<file path="config.mk">
export PLATFORM = sky130hd
export DESIGN_NAME = dcache_ways
export DESIGN_NICKNAME = d
export VERILOG_FILES = /design/src/dcache_pkg.sv /design/src/dcache_ways.sv
export SDC_FILE = /design/constraint.sdc
export NUM_CORES = 2
export LEC_CHECK = 0
export BUFFER_PORTS_ARGS = -buffer_cell sky130_fd_sc_hd__buf_2
export CORE_AREA = 5 5 738 740
export CTS_CLUSTER_SIZE = 12
export DETAILED_ROUTE_END_ITERATION = 8
export DIE_AREA = 0 0 743 745
export SLEW_MARGIN = 20
export SYNTH_ARGS = -nofsm -noshare
export SYNTH_HDL_FRONTEND = slang
export SYNTH_MEMORY_MAX_BITS = 65536
export SYNTH_SLANG_ARGS = --single-unit
</file>
<file path="constraint.sdc">
create_clock -name clk -period 8.45 [get_ports clk]
set_input_delay 1.2675 -clock clk [delete_from_list [all_inputs] [get_ports clk]]
set_output_delay 1.2675 -clock clk [all_outputs]
set_load 0.02 [all_outputs]
</file>
<file path="src/dcache_pkg.sv">
`default_nettype none

package dcache_pkg;

	// address and line geometry, tied to the 16-bit word address
	localparam int ADDR_W         = 16;
	localparam int WORD_W         = 16;
	localparam int WORDS_PER_LINE = 4;
	localparam int OFFSET_W       = 2;
	localparam int LINE_W         = 64;
	localparam int SETS           = 32;
	localparam int INDEX_W        = 5;
	localparam int TAG_W          = 9;   // addr[15:7]
	localparam int LINE_ADDR_W    = 14;  // addr[15:2]

	typedef enum logic {
		op_read,
		op_write
	} req_op_e;

	typedef struct packed {
		req_op_e           op;
		logic [ADDR_W-1:0] addr;
		logic [WORD_W-1:0] wdata;
	} cpu_req_t;

	typedef struct packed {
		logic                   we;
		logic [LINE_ADDR_W-1:0] line_addr;
		logic [LINE_W-1:0]      wdata;
	} mem_req_t;

	// one stored entry of a way
	typedef struct packed {
		logic              valid;
		logic              dirty;
		logic [TAG_W-1:0]  tag;
		logic [LINE_W-1:0] data;
	} line_t;

	typedef enum logic [2:0] {
		st_idle,
		st_lookup,
		st_writeback,
		st_fill,
		st_respond
	} ctrl_state_e;

endpackage

`default_nettype wire

</file>
<file path="src/dcache_ways.sv">
`default_nettype none

module dcache_ways import dcache_pkg::*; (
	input  wire logic              clk,
	input  wire logic              rst,
	input  wire logic [ADDR_W-1:0] i_addr,
	output logic                   o_hit,
	output logic                   o_hit_way,
	output logic                   o_victim_way,
	output line_t                  o_victim_line,
	output logic [WORD_W-1:0]      o_rd_word,
	input  wire logic [1:0]        i_way_we,
	input  wire line_t             i_wr_line,
	input  wire logic              i_merge_wr,
	input  wire logic [WORD_W-1:0] i_wdata,
	input  wire logic              i_lru_we,
	input  wire logic              i_lru_way
);
	line_t               ways_q [2][SETS];
	logic [SETS-1:0]     lru_q;  // way used last in each set
	logic [INDEX_W-1:0]  idx;
	logic [TAG_W-1:0]    tag;
	logic [OFFSET_W-1:0] off;
	line_t               rd_line [2];
	line_t               wr_line [2];
	logic [1:0]          hit_vec;

	assign idx = i_addr[OFFSET_W +: INDEX_W];
	assign tag = i_addr[ADDR_W-1 -: TAG_W];
	assign off = i_addr[OFFSET_W-1:0];

	always_comb begin
		for (int w = 0; w < 2; w++) begin
			rd_line[w] = ways_q[w][idx];
			hit_vec[w] = rd_line[w].valid && (rd_line[w].tag == tag);
		end
	end

	assign o_hit = |hit_vec;
	assign o_hit_way = ~hit_vec[0];
	assign o_rd_word = rd_line[o_hit_way].data[off*WORD_W +: WORD_W];

	// empty way 0, then empty way 1, else the way not used last
	always_comb begin
		if (!rd_line[0].valid)
			o_victim_way = 1'b0;
		else if (!rd_line[1].valid)
			o_victim_way = 1'b1;
		else
			o_victim_way = ~lru_q[idx];
	end

	assign o_victim_line = rd_line[o_victim_way];

	// store merge, on a hit the word goes into the stored line, on a fill into the new one
	always_comb begin
		for (int w = 0; w < 2; w++) begin
			wr_line[w] = i_wr_line;
			if (i_merge_wr) begin
				if (hit_vec[w])
					wr_line[w].data = rd_line[w].data;
				wr_line[w].data[off*WORD_W +: WORD_W] = i_wdata;
			end
		end
	end

	always_ff @(posedge clk) begin
		for (int w = 0; w < 2; w++) begin
			if (rst) begin
				for (int s = 0; s < SETS; s++) begin
					ways_q[w][s].valid <= 1'b0;
					ways_q[w][s].dirty <= 1'b0;
				end
			end else if (i_way_we[w]) begin
				ways_q[w][idx] <= wr_line[w];
			end
		end
	end

	always_ff @(posedge clk) begin
		if (rst)
			lru_q <= '0;
		else if (i_lru_we)
			lru_q[idx] <= i_lru_way;
	end

endmodule

`default_nettype wire

</file>
==> out/qor.csv <==
stage;metric;value;unit
pwr;p_leak;65.8;nW
synth;yosysWarnings;0;
sta;max_freq;129;MHz
synth;synth_nets;8653;
synth;synthDistinctLibCells;54;
cells_and_area;nets;9209;
synth;synth_seq_area_share;77.4;%
synth;synth_top_area_cell;edfxtp_1;
clock_network;cts_hold_buffers;0;
pwr;ir_drop;0.192;mV
detailed_routing;drt-initial-drc-count;16600;
synth;async_reset_ff_share;0;%
min_path;min_path_cells;2;
detailed_routing;firstDrtPassIters;8;
critical_path;worst-r2r-cell-count;9;
cells_and_area;final_util;39.7;%
critical_path;crit_type;input pin to output pin;
clock_network;cts_inserted_buffers;469;
critical_path;path_depth;13;
critical_path;arrival;6.49;ns
detailed_routing;wl_per_cell;38.2;um
clock_network;cts_sinks;4832;
detailed_routing;drtAntennaViolNets;0;
critical_path;crit_path_max_incr_delay;0.84;ns
detailed_routing;vias;101000;
critical_path;worst-path-max-fanout;77;
die;start_util;34.8;%
clock_network;tritoncts;done;
clock_network;htree_levels;5;
clock_network;cts_resized;0;
pwr;report.power.total;49.4;mW
clock_network;clk_pin_slew_worst_paths;0.06;ns
sta;rsz0062_at_grt;false;
sta;finalMaxSlewViolations;0;
run_status;status;complete, no violations;
synth;postSynthCellCount;8535;
die;fp-row-count;270;
place;gp_congestion;0.879;
sta;timing.final.crit_share;91.9;%
run;drv_cap;0;
place;hpwl;355;mm
critical_path;r2r_start;ways_q[1][595];
min_path;hp-start;lru_q[3];
detailed_routing;vias_per_cell;6.07;
detailed_routing;routed_wl;634;mm
critical_path;critPathLaunchType;input pin;
synth;syn_area_per_cell;21.9;um2
grt;grt_pass1_vias;98800;
grt;grt.overflow.total;0;
clock_network;clk_latency;1.06;ns
synth;synth_area;187000;um2
clock_network;root_buffer;clkbuf_16;
place;portBuffers;207;
sta;setup_viol;0;
cells_and_area;stdcell_area;214000;um2
synth;yosysMostFrequentCell;edfxtp_1;
synth;yosysTopAreaCellShare;77.1;%
critical_path;required;7.18;ns
cells_and_area;drive_gt1_share;28.0;%
synth;ys.flop_type;edfxtp_1;
grt;track_usage;22.3;%
die;die_y;745;um
critical_path;cp_top_family;simple AND/OR/NAND/NOR gates;
synth;yosys-top-cells-area;edfxtp_1, mux4_2, a22oi_1;
die;num_io_pins;208;
die;dieArea;554000;um2
sta;worstMarginPinSlew;1.30;ns
critical_path;startpoint;i_addr[3];
critical_path;cp-end-kind;output pin;
die;die_w;743;um
sta;final-hold-violation-count;0;
synth;synth_seq_cells;4832;
clock_network;ctsLongestPathBuffers;4;
sta;finalHoldWorstSlack;0.478;ns
place;place_area;200000;um2
synth;synth_edf_count;4800;
critical_path;cp.buffers_inverters;5;
sta;finalCriticalPeriod;7.76;ns
sta;fin_setup_tns;0;ns
min_path;hp-class;register to register;
grt;grt_first_pass_wirelength;851;mm
critical_path;cp_cell_sequence;buf_12, buf_16, buf_12, mux2i_1, o22ai_1, nor4_1, nand2_1, xnor2_1, nand4_1, nor2_4, inv_4, mux2i_1, buf_2;
detailed_routing;drc;0;
cells_and_area;synthToLayoutAreaGrowth;14.4;%
grt;grt_start_max_net_pins;100;
die;coreArea;538000;um2
sta;fin_skew;0.0911;ns
critical_path;cp_slowest_cell;mux2i_1;
synth;synth.top_cells.by_count;edfxtp_1, mux4_2, a22oi_1;
sta;slew_headroom;11.1;%
pwr;p_per_area;231;nW/um2
clock_network;cts_setup_buffers;0;
grt;antenna_found_initial;92;
==> routing by layer <==
layer  up-vias  global-route usage (%)  part of all wire [%]
met2      7094                    34.4                    46
met5         -                       0                 0.094
met1     54600                    29.1                    37
met3      1332                    7.44                    13
met4        42                    8.95                   4.5
li1      37700                       -                     -
==> report_power, final <==
group | switching (mW) | internal [mW] | leakage, nW | total [mW]
sequential | 0.0330 | 26.7 | 43.6 | 26.7
combinational | 2.61 | 1.06 | 15.8 | 3.67
clock | 8.76 | 10.2 | 6.43 | 19.0
==> worst register-to-register path, delay by kind of cell, from the launching register on <==
| family | cells | cell delay [ns] |
|---|---|---|
| AO/OA/AOI/OAI | 3 | 1.62 |
| XOR/XNOR | 1 | 0.26 |
| multiplexers | 1 | 0.46 |
| flip-flops | 1 | 0.38 |
| AND/OR/NAND/NOR | 4 | 2.54 |
==> placed cells by master (no fill, tap or decap), types with 32 or more instances in the layout <==
master     synthesis  final
or2_2             64     64
o21ai_0           92     50
buf_4             13    332
diode_2            0     50
a21oi_1           53     53
mux4_2          1136   1136
mux2_2            40     40
clkinv_1           0     60
clkbuf_16          0    473
and2_1            52     52
nand3_1           37     36
edfxtp_1        4800   4800
and3_1           119    118
buf_12             0    114
clkbuf_1         317    124
o22ai_1           75     73
a221oi_1          33     32
mux2i_1          209    192
nand4_1           91     91
buf_2            176    195
o31ai_1           49     48
o21ai_2            0     33
and4_1            52     52
nand2_1           56     56
dfxtp_1           32     32
nor2_4             0     67
nor2_1           124     55
a22o_1            67     43
a22oi_1          623    623
==> metrics by stage <==
stage,setup WS (ns),std cells
4_1_cts,0.847,16500
5_1_grt,0.727,16600
3_5_place_dp,0.899,15800
6_report,0.688,16600
2_1_floorplan,1.09,8535
3_3_place_gp,-0.264,15800
==> layout make-up <==
cell class	instances	area, um2
diodes	50	125
clock buffers	598	12300
clock inverters	114	955
fillers	47000	324000
inverters	23	88.8
multi-input cells	3118	40800
flip-flops and latches	4832	145000
well taps	7208	9020
repair buffers	647	5840
==> final timing paths <==
path | to | slack, ns
hold reg to reg | lru_q[3] | 0.48
setup reg to reg | ways_q[1][47] | 2.84
hold / removal | lru_q[3] | 0.48
setup / recovery | o_rd_word[8] | 0.69
==> cells by family (layout without fill, tap and decap cells) <==
| family | Yosys count | after routing | synth area share (%) |
|---|---|---|---|
| other cells | 0 | 50 | 0 |
| buf+inv | 585 | 1382 | 1.35 |
| compound gates | 1053 | 1053 | 4.03 |
| simple gates | 661 | 661 | 2.07 |
| fa+ha+maj | 4 | 4 | 0.0268 |
| xor+xnor | 15 | 15 | 0.0702 |
| mux | 1385 | 1385 | 15.0 |
| flops | 4832 | 4832 | 77.4 |
==> flip-flops by register name (all words and copies together) (netlist names) <==
| signal | cells |
|---|---|
| lru_q | 32 |
| ways_q | 4800 |
No activity file was read; power rests on OpenSTA's default activity.
