--- config.mk ---
export PLATFORM = sky130hd
export DESIGN_NAME = dcache_ctrl
export DESIGN_NICKNAME = d
export VERILOG_FILES = /design/src/dcache_pkg.sv /design/src/dcache_ctrl.sv
export SDC_FILE = /design/constraint.sdc
export NUM_CORES = 1
export LEC_CHECK = 0
export BUFFER_PORTS_ARGS = -buffer_cell sky130_fd_sc_hd__buf_4
export CAP_MARGIN = 20
export CORE_AREA = 2 2 159 161
export CTS_CLUSTER_SIZE = 8
export DETAILED_ROUTE_END_ITERATION = 6
export DIE_AREA = 0 0 161 163
export GPL_ROUTABILITY_DRIVEN = 0
export PLACE_DENSITY = 0.48
export SETUP_SLACK_MARGIN = 0.05
export SKIP_CTS_REPAIR_TIMING = 1
export SYNTH_ARGS = -nofsm -noshare
export SYNTH_HDL_FRONTEND = slang
export SYNTH_SLANG_ARGS = --single-unit
--- constraint.sdc ---
create_clock -name clk -period 2.7 [get_ports clk]
set_clock_uncertainty 0.05 [all_clocks]
set_input_delay 0.135 -clock clk [delete_from_list [all_inputs] [get_ports clk]]
set_output_delay 0.135 -clock clk [all_outputs]
set_load 0.02 [all_outputs]
--- src/dcache_pkg.sv ---
`default_nettype none

package dcache_pkg;

	// address and line geometry, tied to the 16-bit word address
	localparam int ADDR_W         = 16;
	localparam int WORD_W         = 16;
	localparam int WORDS_PER_LINE = 4;
	localparam int OFFSET_W       = 2;
	localparam int LINE_W         = 64;
	localparam int SETS           = 32;
	localparam int INDEX_W        = 5;
	localparam int TAG_W          = 9;   // addr[15:7]
	localparam int LINE_ADDR_W    = 14;  // addr[15:2]

	typedef enum logic {
		op_read,
		op_write
	} req_op_e;

	typedef struct packed {
		req_op_e           op;
		logic [ADDR_W-1:0] addr;
		logic [WORD_W-1:0] wdata;
	} cpu_req_t;

	typedef struct packed {
		logic                   we;
		logic [LINE_ADDR_W-1:0] line_addr;
		logic [LINE_W-1:0]      wdata;
	} mem_req_t;

	// one stored entry of a way
	typedef struct packed {
		logic              valid;
		logic              dirty;
		logic [TAG_W-1:0]  tag;
		logic [LINE_W-1:0] data;
	} line_t;

	typedef enum logic [2:0] {
		st_idle,
		st_lookup,
		st_writeback,
		st_fill,
		st_respond
	} ctrl_state_e;

endpackage

`default_nettype wire

--- src/dcache_ctrl.sv ---
`default_nettype none

module dcache_ctrl import dcache_pkg::*; (
	input  wire logic              clk,
	input  wire logic              rst,
	input  wire logic              i_req_valid,
	output logic                   o_req_ready,
	input  wire cpu_req_t          i_req,
	output logic                   o_rsp_valid,
	output logic [WORD_W-1:0]      o_rsp_data,
	output logic [ADDR_W-1:0]      o_addr,
	output logic [WORD_W-1:0]      o_wdata,
	input  wire logic              i_hit,
	input  wire logic              i_hit_way,
	input  wire logic              i_victim_way,
	input  wire line_t             i_victim_line,
	input  wire logic [WORD_W-1:0] i_rd_word,
	output logic [1:0]             o_way_we,
	output line_t                  o_wr_line,
	output logic                   o_merge_wr,
	output logic                   o_lru_we,
	output logic                   o_lru_way,
	output logic                   o_mem_req_valid,
	input  wire logic              i_mem_req_ready,
	output mem_req_t               o_mem_req,
	input  wire logic              i_mem_rsp_valid,
	input  wire logic [LINE_W-1:0] i_mem_rsp_data
);
	ctrl_state_e        state_q;
	ctrl_state_e        state_d;
	cpu_req_t           req_q;       // request being served
	logic               mem_busy_q;  // memory took our request, response pending
	logic               is_write;
	logic [INDEX_W-1:0] idx;

	assign is_write = (req_q.op == op_write);
	assign idx = req_q.addr[OFFSET_W +: INDEX_W];

	assign o_addr = req_q.addr;
	assign o_wdata = req_q.wdata;
	assign o_req_ready = (state_q == st_idle);  // one request at a time
	assign o_rsp_data = i_rd_word;              // hit line, or the line just filled

	// only one memory access per wait, valid drops once accepted
	assign o_mem_req_valid = (state_q == st_writeback || state_q == st_fill) && !mem_busy_q;

	always_comb begin
		o_mem_req.we = (state_q == st_writeback);
		o_mem_req.wdata = i_victim_line.data;
		if (state_q == st_writeback)
			o_mem_req.line_addr = {i_victim_line.tag, idx};  // victim's home line
		else
			o_mem_req.line_addr = req_q.addr[ADDR_W-1:OFFSET_W];
	end

	always_ff @(posedge clk) begin
		if (rst) begin
			state_q <= st_idle;
			mem_busy_q <= 1'b0;
		end else begin
			state_q <= state_d;
			if (o_mem_req_valid && i_mem_req_ready)
				mem_busy_q <= 1'b1;
			else if (i_mem_rsp_valid)
				mem_busy_q <= 1'b0;
		end
	end

	always_ff @(posedge clk) begin
		if (o_req_ready && i_req_valid)
			req_q <= i_req;
	end

	always_comb begin
		state_d = state_q;
		o_rsp_valid = 1'b0;
		o_way_we = 2'b00;
		o_lru_we = 1'b0;
		o_lru_way = i_victim_way;
		o_merge_wr = is_write;
		// fill line, a store hit keeps the stored words and only takes the flags
		o_wr_line.valid = 1'b1;
		o_wr_line.dirty = is_write;
		o_wr_line.tag = req_q.addr[ADDR_W-1 -: TAG_W];
		o_wr_line.data = i_mem_rsp_data;

		case (state_q)
			st_idle: begin
				if (i_req_valid)
					state_d = st_lookup;
			end
			st_lookup: begin
				if (i_hit) begin
					o_rsp_valid = 1'b1;
					o_lru_we = 1'b1;
					o_lru_way = i_hit_way;
					o_way_we[i_hit_way] = is_write;
					state_d = st_idle;
				end else if (i_victim_line.valid && i_victim_line.dirty) begin
					state_d = st_writeback;
				end else begin
					state_d = st_fill;
				end
			end
			st_writeback: begin
				if (i_mem_rsp_valid)  // write acknowledged
					state_d = st_fill;
			end
			st_fill: begin
				if (i_mem_rsp_valid) begin
					o_way_we[i_victim_way] = 1'b1;
					o_lru_we = 1'b1;
					state_d = st_respond;
				end
			end
			st_respond: begin
				o_rsp_valid = 1'b1;  // line now hits, word comes from the ways
				state_d = st_idle;
			end
			default: state_d = st_idle;
		endcase
	end

endmodule

`default_nettype wire

; ---- Yosys cells after proc, flatten, opt, wreduce, memory -nomap -nowiden
; Cells that the tools add are included.
[classes]
n_div = 0
n_mul = 0
eq_ne = 7
mux = 22
order_cmp = 4
add_sub_neg = 0
n_reduce_logical = 11
shifts = 0
n_bitwise = 1
[ops]
columns = op, n
row1 = two-way mux 14 bit, 1
row2 = case mux 3 bit (4 select lines), 1
row3 = two-way mux 1 bit, 9
row4 = two-way mux 3 bit, 3
row5 = == test 3 x 2 -> 1 bit (second input constant), 2
row6 = logical AND 1 bit, 6
row7 = two-way mux 2 bit, 3
row8 = less-than comparator 1 x 2 -> 1 bit (second input constant), 2
row9 = != test 2 bit (second input constant), 2
row10 = case mux 1 bit (2 select lines), 2
row11 = case mux 2 bit (2 select lines), 1
row12 = == test 3 x 1 -> 1 bit (second input constant), 1
row13 = == test 3 bit (second input constant), 1
row14 = zero test 3 bit, 1
row15 = AND reduction 3 bit, 1
row16 = bitwise AND 2 bit, 1
row17 = demux 1 bit (select 1 bit), 2
row18 = greater-or-equal comparator 1 bit (second input constant), 2
row19 = != test 2 x 1 -> 1 bit (second input constant), 1
row20 = nonzero test 2 bit, 1
row21 = zero test 1 bit, 1
row22 = logical OR 1 bit, 1
[totals]
inputBits = 196
mem_bits_ro = 0
ramBits = 0
n_memories = 0
output_inout_bits = 210
latch_bits = 0
reg_bits = 37

; ---- Logic depth before layout (Yosys ltp)
; Gate-level depths: netlist of the first run.
[depth]
depth_word = 7
ltp_mapped = 4
ltp_nobuf = 3

; ---- Worst setup path after synthesis of the first run
; OpenSTA, ideal clock, no wires.
[synth_path]
path_type = flip-flop to flip-flop
from = register state_q[1]
to = register req_q (netlist bit o_addr[0]) (enable)
t_arrival_ps = 1927
period_less_slack_ps = 2370
setup_time_ps = 393
path_buffers = 1
path_stages_with_launch = 4
slack_ps = 330
cell_sequence = dfxtp_1 buf_4 nor3_1 and2_1
[synth_via]
elab_chain_cells = 2
[synth_lines]
columns = element, line_no
row1 = from (decl), dcache_ctrl.sv:29  ; ctrl_state_e state_q;
row2 = from (signal assigned), dcache_ctrl.sv:58  ; state_q <= st_idle;
row3 = from (signal assigned), dcache_ctrl.sv:61  ; state_q <= state_d;
row4 = zero test 3 bit, dcache_ctrl.sv:41  ; assign o_req_ready = (state_q == st_idle);
row5 = via o_req_ready, dcache_ctrl.sv:7  ; output logic o_req_ready,
row6 = logical AND 1 bit, dcache_ctrl.sv:70  ; if (o_req_ready && i_req_valid)
row7 = to (signal assigned), dcache_ctrl.sv:71  ; req_q <= i_req;
row8 = to (decl), dcache_ctrl.sv:31  ; cpu_req_t req_q;
; The timed path passes the listed nets, and every way through them passes these cells.
; A chain may end at the register's enable or synchronous reset.

==> metrics.md, run 1 <==
| Metric | Value |
|---|---|
| Status | `completed` |
| Leading area contributor after synthesis | `buf_4` |
| CTS max path bufs | `2` |
| Sequential power share | `39.7%` |
| Critical path class | `flop to primary output` |
| Syn Inst Count | `244` |
| Pin count of the biggest net entering global routing | `34` |
| Comb power frac | `23.3%` |
| Endpoints failing setup | `0` |
| DR vias | `1539` |
| Multi-input gate area | `349 sq um` |
| Final Max Slew Viols | `0` |
| Tmin final | `2180 ps` |
| M2 GR Usage | `9.54%` |
| TNS Setup | `0 ps` |
| Top cell type's share of synthesized area | `45.7%` |
| Post-DRT Antenna Nets | `0` |
| Worst setup EP type | `primary output` |
| Die span in x | `161 microns` |
| Crit path top cell by count | `buf_4` |
| Cell Chain, Critical Path | `nor3b_4 -> buf_4 -> mux2_4 -> buf_4` |
| Vias in the first global route | `1506` |
| Core Rows | `58` |
| Worst-Margin Slew | `821 ps` |
| Share of cells above drive strength 1 | `57.3%` |
| Seq. cell area | `1070 sq um` |
| Starting Density | `10.7%` |
| Post-synthesis cell type count | `23` |
| Worst-path clk slew | `60 ps` |
| Nets | `434` |
| Required time of the critical path | `2520 ps` |
| Final period utilization | `80.7%` |
| CP max-delay cell | `dfxtp_1` |
| Int Pwr | `1.33 mW` |
| Antenna violations before repair | `0` |
| CP arrival | `1990 ps` |
| P_sw | `0.478 mW` |
| Core area | `24700 sq um` |
| DRT Wirelength | `9670 microns` |
| Delay-heaviest family, CP | `flip-flops` |
| Cells after DPL | `528` |
| TritonCTS buffer count | `5` |
| Pwr Density | `564 nW/um^2` |
| First-pass GRT wire length | `11700 microns` |
| Synth Net Count | `440` |
| Post-DP HPWL | `7890 microns` |
| Area grow syn2layout | `21.2%` |
| Mux contribution to synthesized area | `5.48%` |
| Initial drt markers | `60` |
| Avg Cell Area, Syn | `10.9 sq um` |
| Clk root buf | `clkbuf_16` |
| Post-Layout Cell Count | `569` |
| Simple-Gate Fraction of Synth Area | `5.29%` |
| Crit Path Max Fanout | `12` |
| Combinational family with the most area after synthesis | `buffers and inverters` |
| Adder-Cell Fraction of Synth Area | `0%` |
| RSZ-0062 raised after global routing | `no` |
| I/O pins | `406` |
| Post-Synth XOR/XNOR Area | `0.331%` |
| Port Buf Inserts | `116` |
| Drt pass-1 iters | `4` |
| F_max | `459 MHz` |
| Slowest stage delay, CP | `550 ps` |
| Synthesized flop and latch total | `37` |
| Synth Cell Area | `2650 sq um` |
| Clock power frac | `36.9%` |
| Buf/Inv on CP | `2` |
| Largest cells by area after synthesis | `buf_4 46%, edfxtp_1 37%, mux2_4 5.1%` |
| Total gr overflow | `0` |
| CP startpoint kind | `flop` |
| H-tree Lvls | `2` |
| Min-delay worst type | `input pin to flop` |
| GR Util All Layers | `6.42%` |
| Worst VDD drop | `431 uV` |
| Die area | `26200 sq um` |
| Worst skew pair latency | `280 ps` |
| CTS tree | `yes` |
| Sequential cell area fraction in the yosys report | `40.5%` |
| Fillers | `2805` |
| Routed len/inst | `17.0 microns` |
| Post-synthesis compound-gate area fraction | `1.65%` |
| Die Span Y | `163 microns` |
| Max-Slew Margin vs Limit | `45.3%` |
| Warnings from Yosys | `0` |
| Final Hold Violating Endpoints | `0` |
| Fin util | `13.0%` |
| DR vias/cell | `2.70` |
| Post-route DRC violation count | `0` |
| Static Leakage | `1.27 nW` |
| Antenna cells | `0` |
| GRT Max-Usage Layer | `met2` |
| Clk sink count | `37` |
| Grt met1 use | `5.29%` |
| MaxCap Viol Count | `0` |
| Met3 usage | `6.01%` |
| Net Sw Frac | `26.4%` |
## power groups by stage
stage | logic (mW) | registers, mW | clock network, mW
finish | 0.422 | 0.719 | 0.667
global route | 0.448 | 0.726 | 0.703
CTS | 0.389 | 0.721 | 0.680
detailed placement | 0.388 | 0.731 | 0
global placement | 0.385 | 0.730 | 0
floorplan | 0.477 | 0.766 | 0
## placed cells by master, fill, tap and decap left out, types with 2 or more instances in the layout
cell	count
nor2b_1	2
clkbuf_16	5
dlygate4sd3_1	33
mux2_4	9
buf_4	117
and2b_2	2
nand2_1	4
a21oi_1	4
nor2_1	3
o21ai_0	2
nor3_1	3
dfxtp_1	4
edfxtp_1	33
nand3_1	3
nor3b_1	3
## worst register-to-register path: cells and delay by family (launching register included)
kind | cells | cell delay (ps)
and+or+nand+nor | 2 | 1040
DFF | 1 | 420
## per-layer routing
layer | part of all wire (%) | vias up
met1 | 28 | 666
met4 | 6.7 | 2
li1 | - | 620
met2 | 46 | 176
met3 | 20 | 75
met5 | 0.55 | -
## final cells by class
class / instances / share of cell area [%]
clock inverter: 2 / 1.05
tap: 330 / 12.9
inverter: 1 / 0.117
sequential: 37 / 33.4
multi-input combinational: 43 / 10.9
timing repair buffer: 150 / 37.7
clock buffer: 6 / 4.02
## logic make-up after synthesis
logic type | count (synthesis)
compound gates | 8
simple gates | 23
other cells | 1
xor+xnor | 1
buf+inv | 164
mux | 10
flops | 37
## Yosys cell counts
library cell / count
o21ai_0: 2
dfxtp_1: 4
nand3_1: 3
and4bb_2: 1
and2_1: 1
buf_4: 161
and2b_2: 2
o31ai_1: 1
nor2_1: 3
nor2b_1: 2
mux2i_1: 1
inv_1: 1
nor3b_2: 1
nor3b_1: 3
buf_6: 2
mux2_4: 9
a21oi_1: 4
nor3_1: 3
o22ai_1: 1
edfxtp_1: 33
xor2_1: 1
conb_1: 1
nand2_1: 4
## sequential cells by signal, indices dropped and copies added (netlist names)
| register | cells |
|---|---|
| o_addr | 16 |
| o_wdata | 16 |
| mem_busy_q | 1 |
| o_merge_wr | 1 |
| state_q | 3 |
## path summary, 6_finish.rpt
path / endpoint / cells after the start / slack (ps) / from
setup / recovery: o_mem_req[72] / 4 / 520 / state_q[1]$_SDFFE_PP0P_
hold / removal: state_q[2]$_SDFFE_PP0P_ / 2 / 10 / rst
setup reg to reg: o_wdata[11]$_DFFE_PP_ / 2 / 790 / state_q[1]$_SDFFE_PP0P_
hold reg to reg: mem_busy_q$_SDFFE_PP0P_ / 3 / 560 / mem_busy_q$_SDFFE_PP0P_
## per-stage QoR
stage | power (mW) | instance area (sq um) | hold slack (ps) | worst slack, ps
after floorplan | 1.24 | 2650 | 157 | 330
after global placement | 1.11 | 2720 | 220 | 839
after detailed placement | 1.12 | 2720 | 220 | 767
after CTS | 1.79 | 2880 | -32.6 | 458
after global routing | 1.88 | 3210 | 9.10 | 378
final | 1.81 | 3210 | 9.69 | 522
Power figures use the tool's default switching activity.
==> inputs of run 2 (changes only) <==
--- a/config.mk
+++ b/config.mk
@@ -5,14 +5,15 @@
 export SDC_FILE = /design/constraint.sdc
 export NUM_CORES = 1
 export LEC_CHECK = 0
+export ABC_AREA = 1
 export BUFFER_PORTS_ARGS = -buffer_cell sky130_fd_sc_hd__buf_4
 export CAP_MARGIN = 20
-export CORE_AREA = 2 2 159 161
+export CORE_AREA = 2 2 157 159
 export CTS_CLUSTER_SIZE = 8
 export DETAILED_ROUTE_END_ITERATION = 6
-export DIE_AREA = 0 0 161 163
+export DIE_AREA = 0 0 159 161
 export GPL_ROUTABILITY_DRIVEN = 0
-export PLACE_DENSITY = 0.48
+export PLACE_DENSITY = 0.5
 export SETUP_SLACK_MARGIN = 0.05
 export SKIP_CTS_REPAIR_TIMING = 1
 export SYNTH_ARGS = -nofsm -noshare
==> constraint.sdc (replaced) <==
create_clock -name clk -period 1.75 [get_ports clk]
set_clock_uncertainty 0.05 [all_clocks]
set_input_delay 0.0875 -clock clk [delete_from_list [all_inputs] [get_ports clk]]
set_output_delay 0.0875 -clock clk [all_outputs]
set_load 0.02 [all_outputs]
==> metrics.md, run 2 <==
| Metric | Value |
|---|---|
| Min-delay worst type | `input pin to flop (unchanged)` |
| Critical path class | `flop to primary output (unchanged)` |
| Die Span Y | `161 microns (was 163 microns)` |
| Leading area contributor after synthesis | `buf_4 (unchanged)` |
| Core Rows | `57 (was 58)` |
| Largest cells by area after synthesis | `buf_4 46%, edfxtp_1 38%, nand2_1 5.3% (was buf_4 46%, edfxtp_1 37%, mux2_4 5.1%)` |
| H-tree Lvls | `2 (unchanged)` |
| Top cell type's share of synthesized area | `46.0% (was 45.7%)` |
| DR vias/cell | `2.82 (was 2.70)` |
| Clock power frac | `34.2% (was 36.9%)` |
| Routed len/inst | `20.6 microns (was 17.0 microns)` |
| Worst-path clk slew | `50 ps (was 60 ps)` |
| Slowest stage delay, CP | `380 ps (was 550 ps)` |
| Place WS | `334 ps (was 767 ps)` |
| Worst VDD drop | `579 uV (was 431 uV)` |
| Clk root buf | `clkbuf_16 (unchanged)` |
| Top cells by count, synth | `160 x buf_4, 37 x nand2_1, 33 x edfxtp_1 (was 161 x buf_4, 33 x edfxtp_1, 9 x mux2_4)` |
| Final worst slack | `152 ps (was 522 ps)` |
| TNS Setup | `0 ps (unchanged)` |
| Post-synthesis compound-gate area fraction | `1.96% (was 1.65%)` |
| Grt met1 use | `4.81% (was 5.29%)` |
| Delay-heaviest family, CP | `buffers and inverters (was flip-flops)` |
| Cells after DPL | `553 (was 528)` |
| Tmin final | `1600 ps` |
| Final period utilization | `91.3%` |
| Final Cell Area | `3240 sq um (was 3210 sq um)` |
| Starting Density | `10.9% (was 10.7%)` |
| Required time of the critical path | `1610 ps (was 2520 ps)` |
| DR vias | `1676 (was 1539)` |
| Sequential cell area fraction in the yosys report | `41.0% (was 40.5%)` |
| Final Max Slew Viols | `0 (unchanged)` |
| Tot Pwr | `3.01 mW (was 1.81 mW)` |
| CTS max path bufs | `2 (unchanged)` |
| Antenna cells | `0 (unchanged)` |
| Multi-input gate area | `305 sq um (was 349 sq um)` |
| Final Hold Violating Endpoints | `0 (unchanged)` |
| M2 GR Usage | `14.5% (was 9.54%)` |
| TritonCTS buffer count | `5 (unchanged)` |
| Warnings from Yosys | `0 (unchanged)` |
| Post-DP HPWL | `10700 microns (was 7890 microns)` |
| Post-synthesis cell type count | `17 (was 23)` |
| Syn Inst Count | `272 (was 244)` |
| Status | `completed (unchanged)` |
| Commonest non-fill, non-tap cell in the layout | `buf_4 (unchanged)` |
| P_sw | `0.875 mW (was 0.478 mW)` |
| Synthesized flop and latch total | `37 (unchanged)` |
| Most frequent cells in the layout | `117 x buf_4, 37 x nand2_1, 34 x dlygate4sd3_1 (was 117 x buf_4, 33 x dlygate4sd3_1, 33 x edfxtp_1)` |
| Core area | `24000 sq um (was 24700 sq um)` |
| Min Hold Slack | `16.8 ps (was 9.69 ps)` |
| Post-Layout Cell Count | `595 (was 569)` |
| Met3 usage | `11.4% (was 6.01%)` |
| Total gr overflow | `0 (unchanged)` |
| Nets | `466 (was 434)` |
| Antenna violations before repair | `0 (unchanged)` |
| Cell Chain, Critical Path | `inv_2 -> nor2_4 -> nand2_2 -> buf_4 -> nand2_1 -> nand2_1 -> buf_4 (was nor3b_4 -> buf_4 -> mux2_4 -> buf_4)` |
| DRT Wirelength | `12200 microns (was 9670 microns)` |
| Share of cells above drive strength 1 | `51.3% (was 57.3%)` |
| Buf/Inv on CP | `3 (was 2)` |
| F_max | `626 MHz` |
| RSZ-0062 raised after global routing | `no (unchanged)` |
| GRT Max-Usage Layer | `met2 (unchanged)` |
| Die span in x | `159 microns (was 161 microns)` |
| CP startpoint kind | `flop (unchanged)` |
| CP max-delay cell | `dfxtp_4 (was dfxtp_1)` |
| Synth Net Count | `468 (was 440)` |
| MaxCap Viol Count | `0 (unchanged)` |
| Sequential power share | `37.7% (was 39.7%)` |
| Avg Cell Area, Syn | `9.61 sq um (was 10.9 sq um)` |
| Adder-Cell Fraction of Synth Area | `0% (unchanged)` |
| Port Buf Inserts | `116 (unchanged)` |
| Seq. cell area | `1080 sq um (was 1070 sq um)` |
| Int Pwr | `2.13 mW (was 1.33 mW)` |
| Pwr Density | `928 nW/um^2 (was 564 nW/um^2)` |
| Simple-Gate Fraction of Synth Area | `8.81% (was 5.29%)` |
| Post-DRT Antenna Nets | `0 (unchanged)` |
| I/O pins | `406 (unchanged)` |
| Endpoints failing setup | `0 (unchanged)` |
| Crit Path Max Fanout | `8 (was 12)` |
| Static Leakage | `1.34 nW (was 1.27 nW)` |
| Initial drt markers | `60 (unchanged)` |
| Area grow syn2layout | `24.0% (was 21.2%)` |
| Die area | `25600 sq um (was 26200 sq um)` |
| Top-count cell post-synth | `buf_4 (unchanged)` |
| Fin util | `13.5% (was 13.0%)` |
| Post-synth ARST share | `0% (unchanged)` |
| Pin count of the biggest net entering global routing | `34 (unchanged)` |
| Vias in the first global route | `1697 (was 1506)` |
| Drt pass-1 iters | `3 (was 4)` |
| Post-route DRC violation count | `0 (unchanged)` |
| CTS tree | `yes (unchanged)` |
| Worst skew pair latency | `270 ps (was 280 ps)` |
| Combinational family with the most area after synthesis | `buffers and inverters (unchanged)` |
| Main synth FF type | `edfxtp_1 (unchanged)` |
| Synth Cell Area | `2610 sq um (was 2650 sq um)` |
| First-pass GRT wire length | `15100 microns (was 11700 microns)` |
| Worst setup EP type | `primary output (unchanged)` |
| Clk sink count | `37 (unchanged)` |
| GR Util All Layers | `8.77% (was 6.42%)` |
| Net Sw Frac | `29.1% (was 26.4%)` |
| Post-synth EDFFs | `33 (unchanged)` |
| Mux contribution to synthesized area | `0% (was 5.48%)` |
| Fillers | `2744 (was 2805)` |
| Post-Synth XOR/XNOR Area | `0% (was 0.331%)` |
| CP arrival | `1460 ps (was 1990 ps)` |
| Comb power frac | `28.1% (was 23.3%)` |
| Cell Area, Placed | `2720 sq um (about the same)` |
-- run 2: cell count changes after synthesis, sizes merged, moves of 2 or more --
| cell | before | now |
|---|---|---|
| mux2 | 9 | 0 |
| nor3b | 4 | 0 |
| a21oi | 4 | 2 |
| and2b | 2 | 0 |
| nor2 | 3 | 7 |
| inv | 1 | 12 |
| nand3 | 3 | 5 |
| nor2b | 2 | 0 |
| buf | 163 | 161 |
| o21ai | 2 | 4 |
| nand2 | 4 | 39 |
-- run 2: routing by layer --
| layer | routed length (microns) | vias up | part of all wire (%) |
|---|---|---|---|
| met5 | 0 | - | 0 |
| met4 | 524 | 0 | 4.3 |
| met3 | 3450 | 43 | 28 |
| met2 | 5860 | 239 | 48 |
| met1 | 2400 | 703 | 20 |
| li1 | - | 691 | - |
-- run 2: cell type report --
cell class | count | share of cell area (%)
tap | 324 | 12.5
multi-input combinational | 62 | 9.42
clock buffer | 6 | 3.98
sequential | 37 | 33.2
inverter | 12 | 1.47
clock inverter | 2 | 1.20
timing repair buffer | 152 | 38.2
-- run 2: kinds of logic after synthesis --
| logic type | count (synthesis) |
|---|---|
| AOI/OAI and AO/OA | 7 |
| and+or+nand+nor | 54 |
| buffers and inverters | 173 |
| other | 1 |
| DFF | 37 |
-- run 2: worst paths after layout --
path	from	slack (ps)	cells after the start	to
hold / removal	i_mem_req_ready	20	3	mem_busy_q$_SDFFE_PP0P_
setup reg to reg	state_q[1]$_SDFFE_PP0P_	430	4	o_addr[7]$_DFFE_PP_
hold reg to reg	mem_busy_q$_SDFFE_PP0P_	420	2	mem_busy_q$_SDFFE_PP0P_
setup / recovery	state_q[1]$_SDFFE_PP0P_	150	7	o_mem_req[74]
-- run 2: worst register-to-register path: cells and delay by family (launching register included) --
family	cells	cell delay, ps
flops	1	360
buf+inv	2	290
simple gates	2	280
-- run 2: power groups by stage --
| stage | combinational [mW] | sequential [mW] | clock (mW) |
|---|---|---|---|
| after floorplan | 0.807 | 1.23 | 0 |
| after global placement | 0.792 | 1.15 | 0 |
| after detailed placement | 0.791 | 1.15 | 0 |
| after CTS | 0.792 | 1.13 | 1.07 |
| after global routing | 0.906 | 1.15 | 1.10 |
| final | 0.845 | 1.14 | 1.03 |
==> inputs of run 3 (changes only) <==
--- a/config.mk
+++ b/config.mk
@@ -13,7 +13,7 @@
 export DETAILED_ROUTE_END_ITERATION = 6
 export DIE_AREA = 0 0 159 161
 export GPL_ROUTABILITY_DRIVEN = 0
-export PLACE_DENSITY = 0.5
+export PLACE_DENSITY_LB_ADDON = 0.3
 export SETUP_SLACK_MARGIN = 0.05
 export SKIP_CTS_REPAIR_TIMING = 1
 export SYNTH_ARGS = -nofsm -noshare
==> metrics.md, run 3 (same netlist as run 2, synthesis figures left out) <==
| Metric | Value |
|---|---|
| Port Buf Inserts | `116 (unchanged)` |
| Die span in x | `159 microns (unchanged)` |
| RSZ-0062 raised after global routing | `no (unchanged)` |
| GR Util All Layers | `10.4% (was 8.77%)` |
| Most frequent cells in the layout | `117 x buf_4, 37 x nand2_1, 34 x dlygate4sd3_1 (unchanged)` |
| Required time of the critical path | `1610 ps (about the same)` |
| DRT Wirelength | `14300 microns (was 12200 microns)` |
| Commonest non-fill, non-tap cell in the layout | `buf_4 (unchanged)` |
| Post-DRT Antenna Nets | `0 (unchanged)` |
| CP arrival | `1430 ps (was 1460 ps)` |
| Critical path class | `flop to primary output (unchanged)` |
| Place WS | `410 ps (was 334 ps)` |
| Final Max Slew Viols | `0 (unchanged)` |
| Delay-heaviest family, CP | `buffers and inverters (unchanged)` |
| DR vias | `1666 (was 1676)` |
| Vias in the first global route | `1592 (was 1697)` |
| Worst skew pair latency | `280 ps (was 270 ps)` |
| Static Leakage | `1.33 nW (was 1.34 nW)` |
| Clk sink count | `37 (unchanged)` |
| Nets | `466 (unchanged)` |
| Die area | `25600 sq um (unchanged)` |
| Endpoints failing setup | `0 (unchanged)` |
| CP startpoint kind | `flop (unchanged)` |
| CTS tree | `yes (unchanged)` |
| Buf/Inv on CP | `3 (unchanged)` |
| Post-DP HPWL | `13100 microns (was 10700 microns)` |
| F_max | `637 MHz (was 626 MHz)` |
| Antenna violations before repair | `0 (unchanged)` |
| Post-route DRC violation count | `0 (unchanged)` |
| I/O pins | `406 (unchanged)` |
| Worst VDD drop | `632 uV (was 579 uV)` |
| First-pass GRT wire length | `17600 microns (was 15100 microns)` |
| Starting Density | `10.9% (unchanged)` |
| Crit Path Max Fanout | `10 (was 8)` |
| Cell Chain, Critical Path | `inv_2 -> nor2_4 -> nand2_2 -> buf_4 -> nand2_1 -> nand2_1 -> buf_4 (unchanged)` |
| Cell Area, Placed | `2720 sq um (unchanged)` |
| Worst-path clk slew | `60 ps (was 50 ps)` |
| Total gr overflow | `0 (unchanged)` |
| Clk root buf | `clkbuf_16 (unchanged)` |
| Final Cell Area | `3210 sq um (was 3240 sq um)` |
| Slowest stage delay, CP | `390 ps (was 380 ps)` |
| Pwr Density | `894 nW/um^2 (was 928 nW/um^2)` |
| Final Hold Violating Endpoints | `0 (unchanged)` |
| Die Span Y | `161 microns (unchanged)` |
| Core area | `24000 sq um (unchanged)` |
| MaxCap Viol Count | `0 (unchanged)` |
| TritonCTS buffer count | `5 (unchanged)` |
| Area grow syn2layout | `22.9% (was 24.0%)` |
| Share of cells above drive strength 1 | `51.3% (unchanged)` |
| Tmin final | `1570 ps (was 1600 ps)` |
| Fillers | `2785 (was 2744)` |
| DR vias/cell | `2.80 (was 2.82)` |
| Worst setup EP type | `primary output (unchanged)` |
| Antenna cells | `0 (unchanged)` |
| Routed len/inst | `24.0 microns (was 20.6 microns)` |
| Min-delay worst type | `input pin to flop (unchanged)` |
| Core Rows | `57 (unchanged)` |
| Drt pass-1 iters | `4 (was 3)` |
| H-tree Lvls | `2 (unchanged)` |
| Status | `completed (unchanged)` |
| Pin count of the biggest net entering global routing | `34 (unchanged)` |
| TNS Setup | `0 ps (unchanged)` |
| Final period utilization | `89.7% (was 91.3%)` |
| Final worst slack | `180 ps (was 152 ps)` |
| Initial drt markers | `16 (was 60)` |
| CTS max path bufs | `2 (unchanged)` |
| CP max-delay cell | `dfxtp_2 (was dfxtp_4)` |
## run 3: cell types whose count changed in the layout (fill, tap and decap cells not counted)
| cell | change |
|---|---|
| clkinv_2 | +2 |
| o21ai_1 | -2 |
| dfxtp_1 | +1 |
| o21ai_0 | +2 |
| clkinvlp_4 | +1 |
| bufinv_16 | -1 |
| clkinv_4 | -1 |
| clkbuf_1 | -1 |
| dfxtp_4 | -1 |
## run 3: routing by layer
layer	vias up	global-route usage (%)	part of all wire (%)
li1	687	-	-
met1	663	4.51	16
met2	297	18.8	51
met3	19	15.0	32
met4	0	2.98	1.9
met5	-	0	0
## run 3: power breakdown
| part | leakage [nW] | internal, mW | total (mW) | switching, mW |
|---|---|---|---|---|
| Combinational | 0.918 | 0.382 | 0.849 | 0.467 |
| Clock | 0.0696 | 0.523 | 0.889 | 0.367 |
| Sequential | 0.345 | 1.08 | 1.14 | 0.0596 |
## run 3: final timing paths
check	from	to	slack, ps	cells past startpoint
max	state_q[1]$_SDFFE_PP0P_	o_mem_req[77]	180	7
min	i_mem_req_ready	mem_busy_q$_SDFFE_PP0P_	20	3
max reg2reg	state_q[0]$_SDFFE_PP0P_	o_wdata[10]$_DFFE_PP_	410	4
min reg2reg	mem_busy_q$_SDFFE_PP0P_	mem_busy_q$_SDFFE_PP0P_	420	2
## run 3: through the flow
stage / total power, mW / util (%) / cells / hold slack [ps]
3_5_place_dp: 1.94 / 11.4 / 553 / 125
6_report: 2.87 / 13.4 / 595 / 22.6
2_1_floorplan: 2.04 / - / 272 / 91.9
3_3_place_gp: 1.95 / 11.4 / 553 / 125
4_1_cts: 2.84 / 11.9 / 561 / -77.8
5_1_grt: 3.00 / 13.4 / 595 / 37.0
## run 3: final cells by class
class                   instances  area (sq um)  area share [%]
clock buffers                   5           125            3.89
clock inverters                 3          17.5           0.545
inverters                      12          47.5            1.48
multi-input cells              62           305            9.50
flip-flops and latches         37          1070            33.4
well taps                     324           405            12.6
repair buffers                152          1240            38.6
## run 3: worst register-to-register path, stage by stage, from the launching register on
cell and delay (ps):
dfxtp_1 370, nor2_2 140, inv_2 70, nor3_4 150
buf_12 230
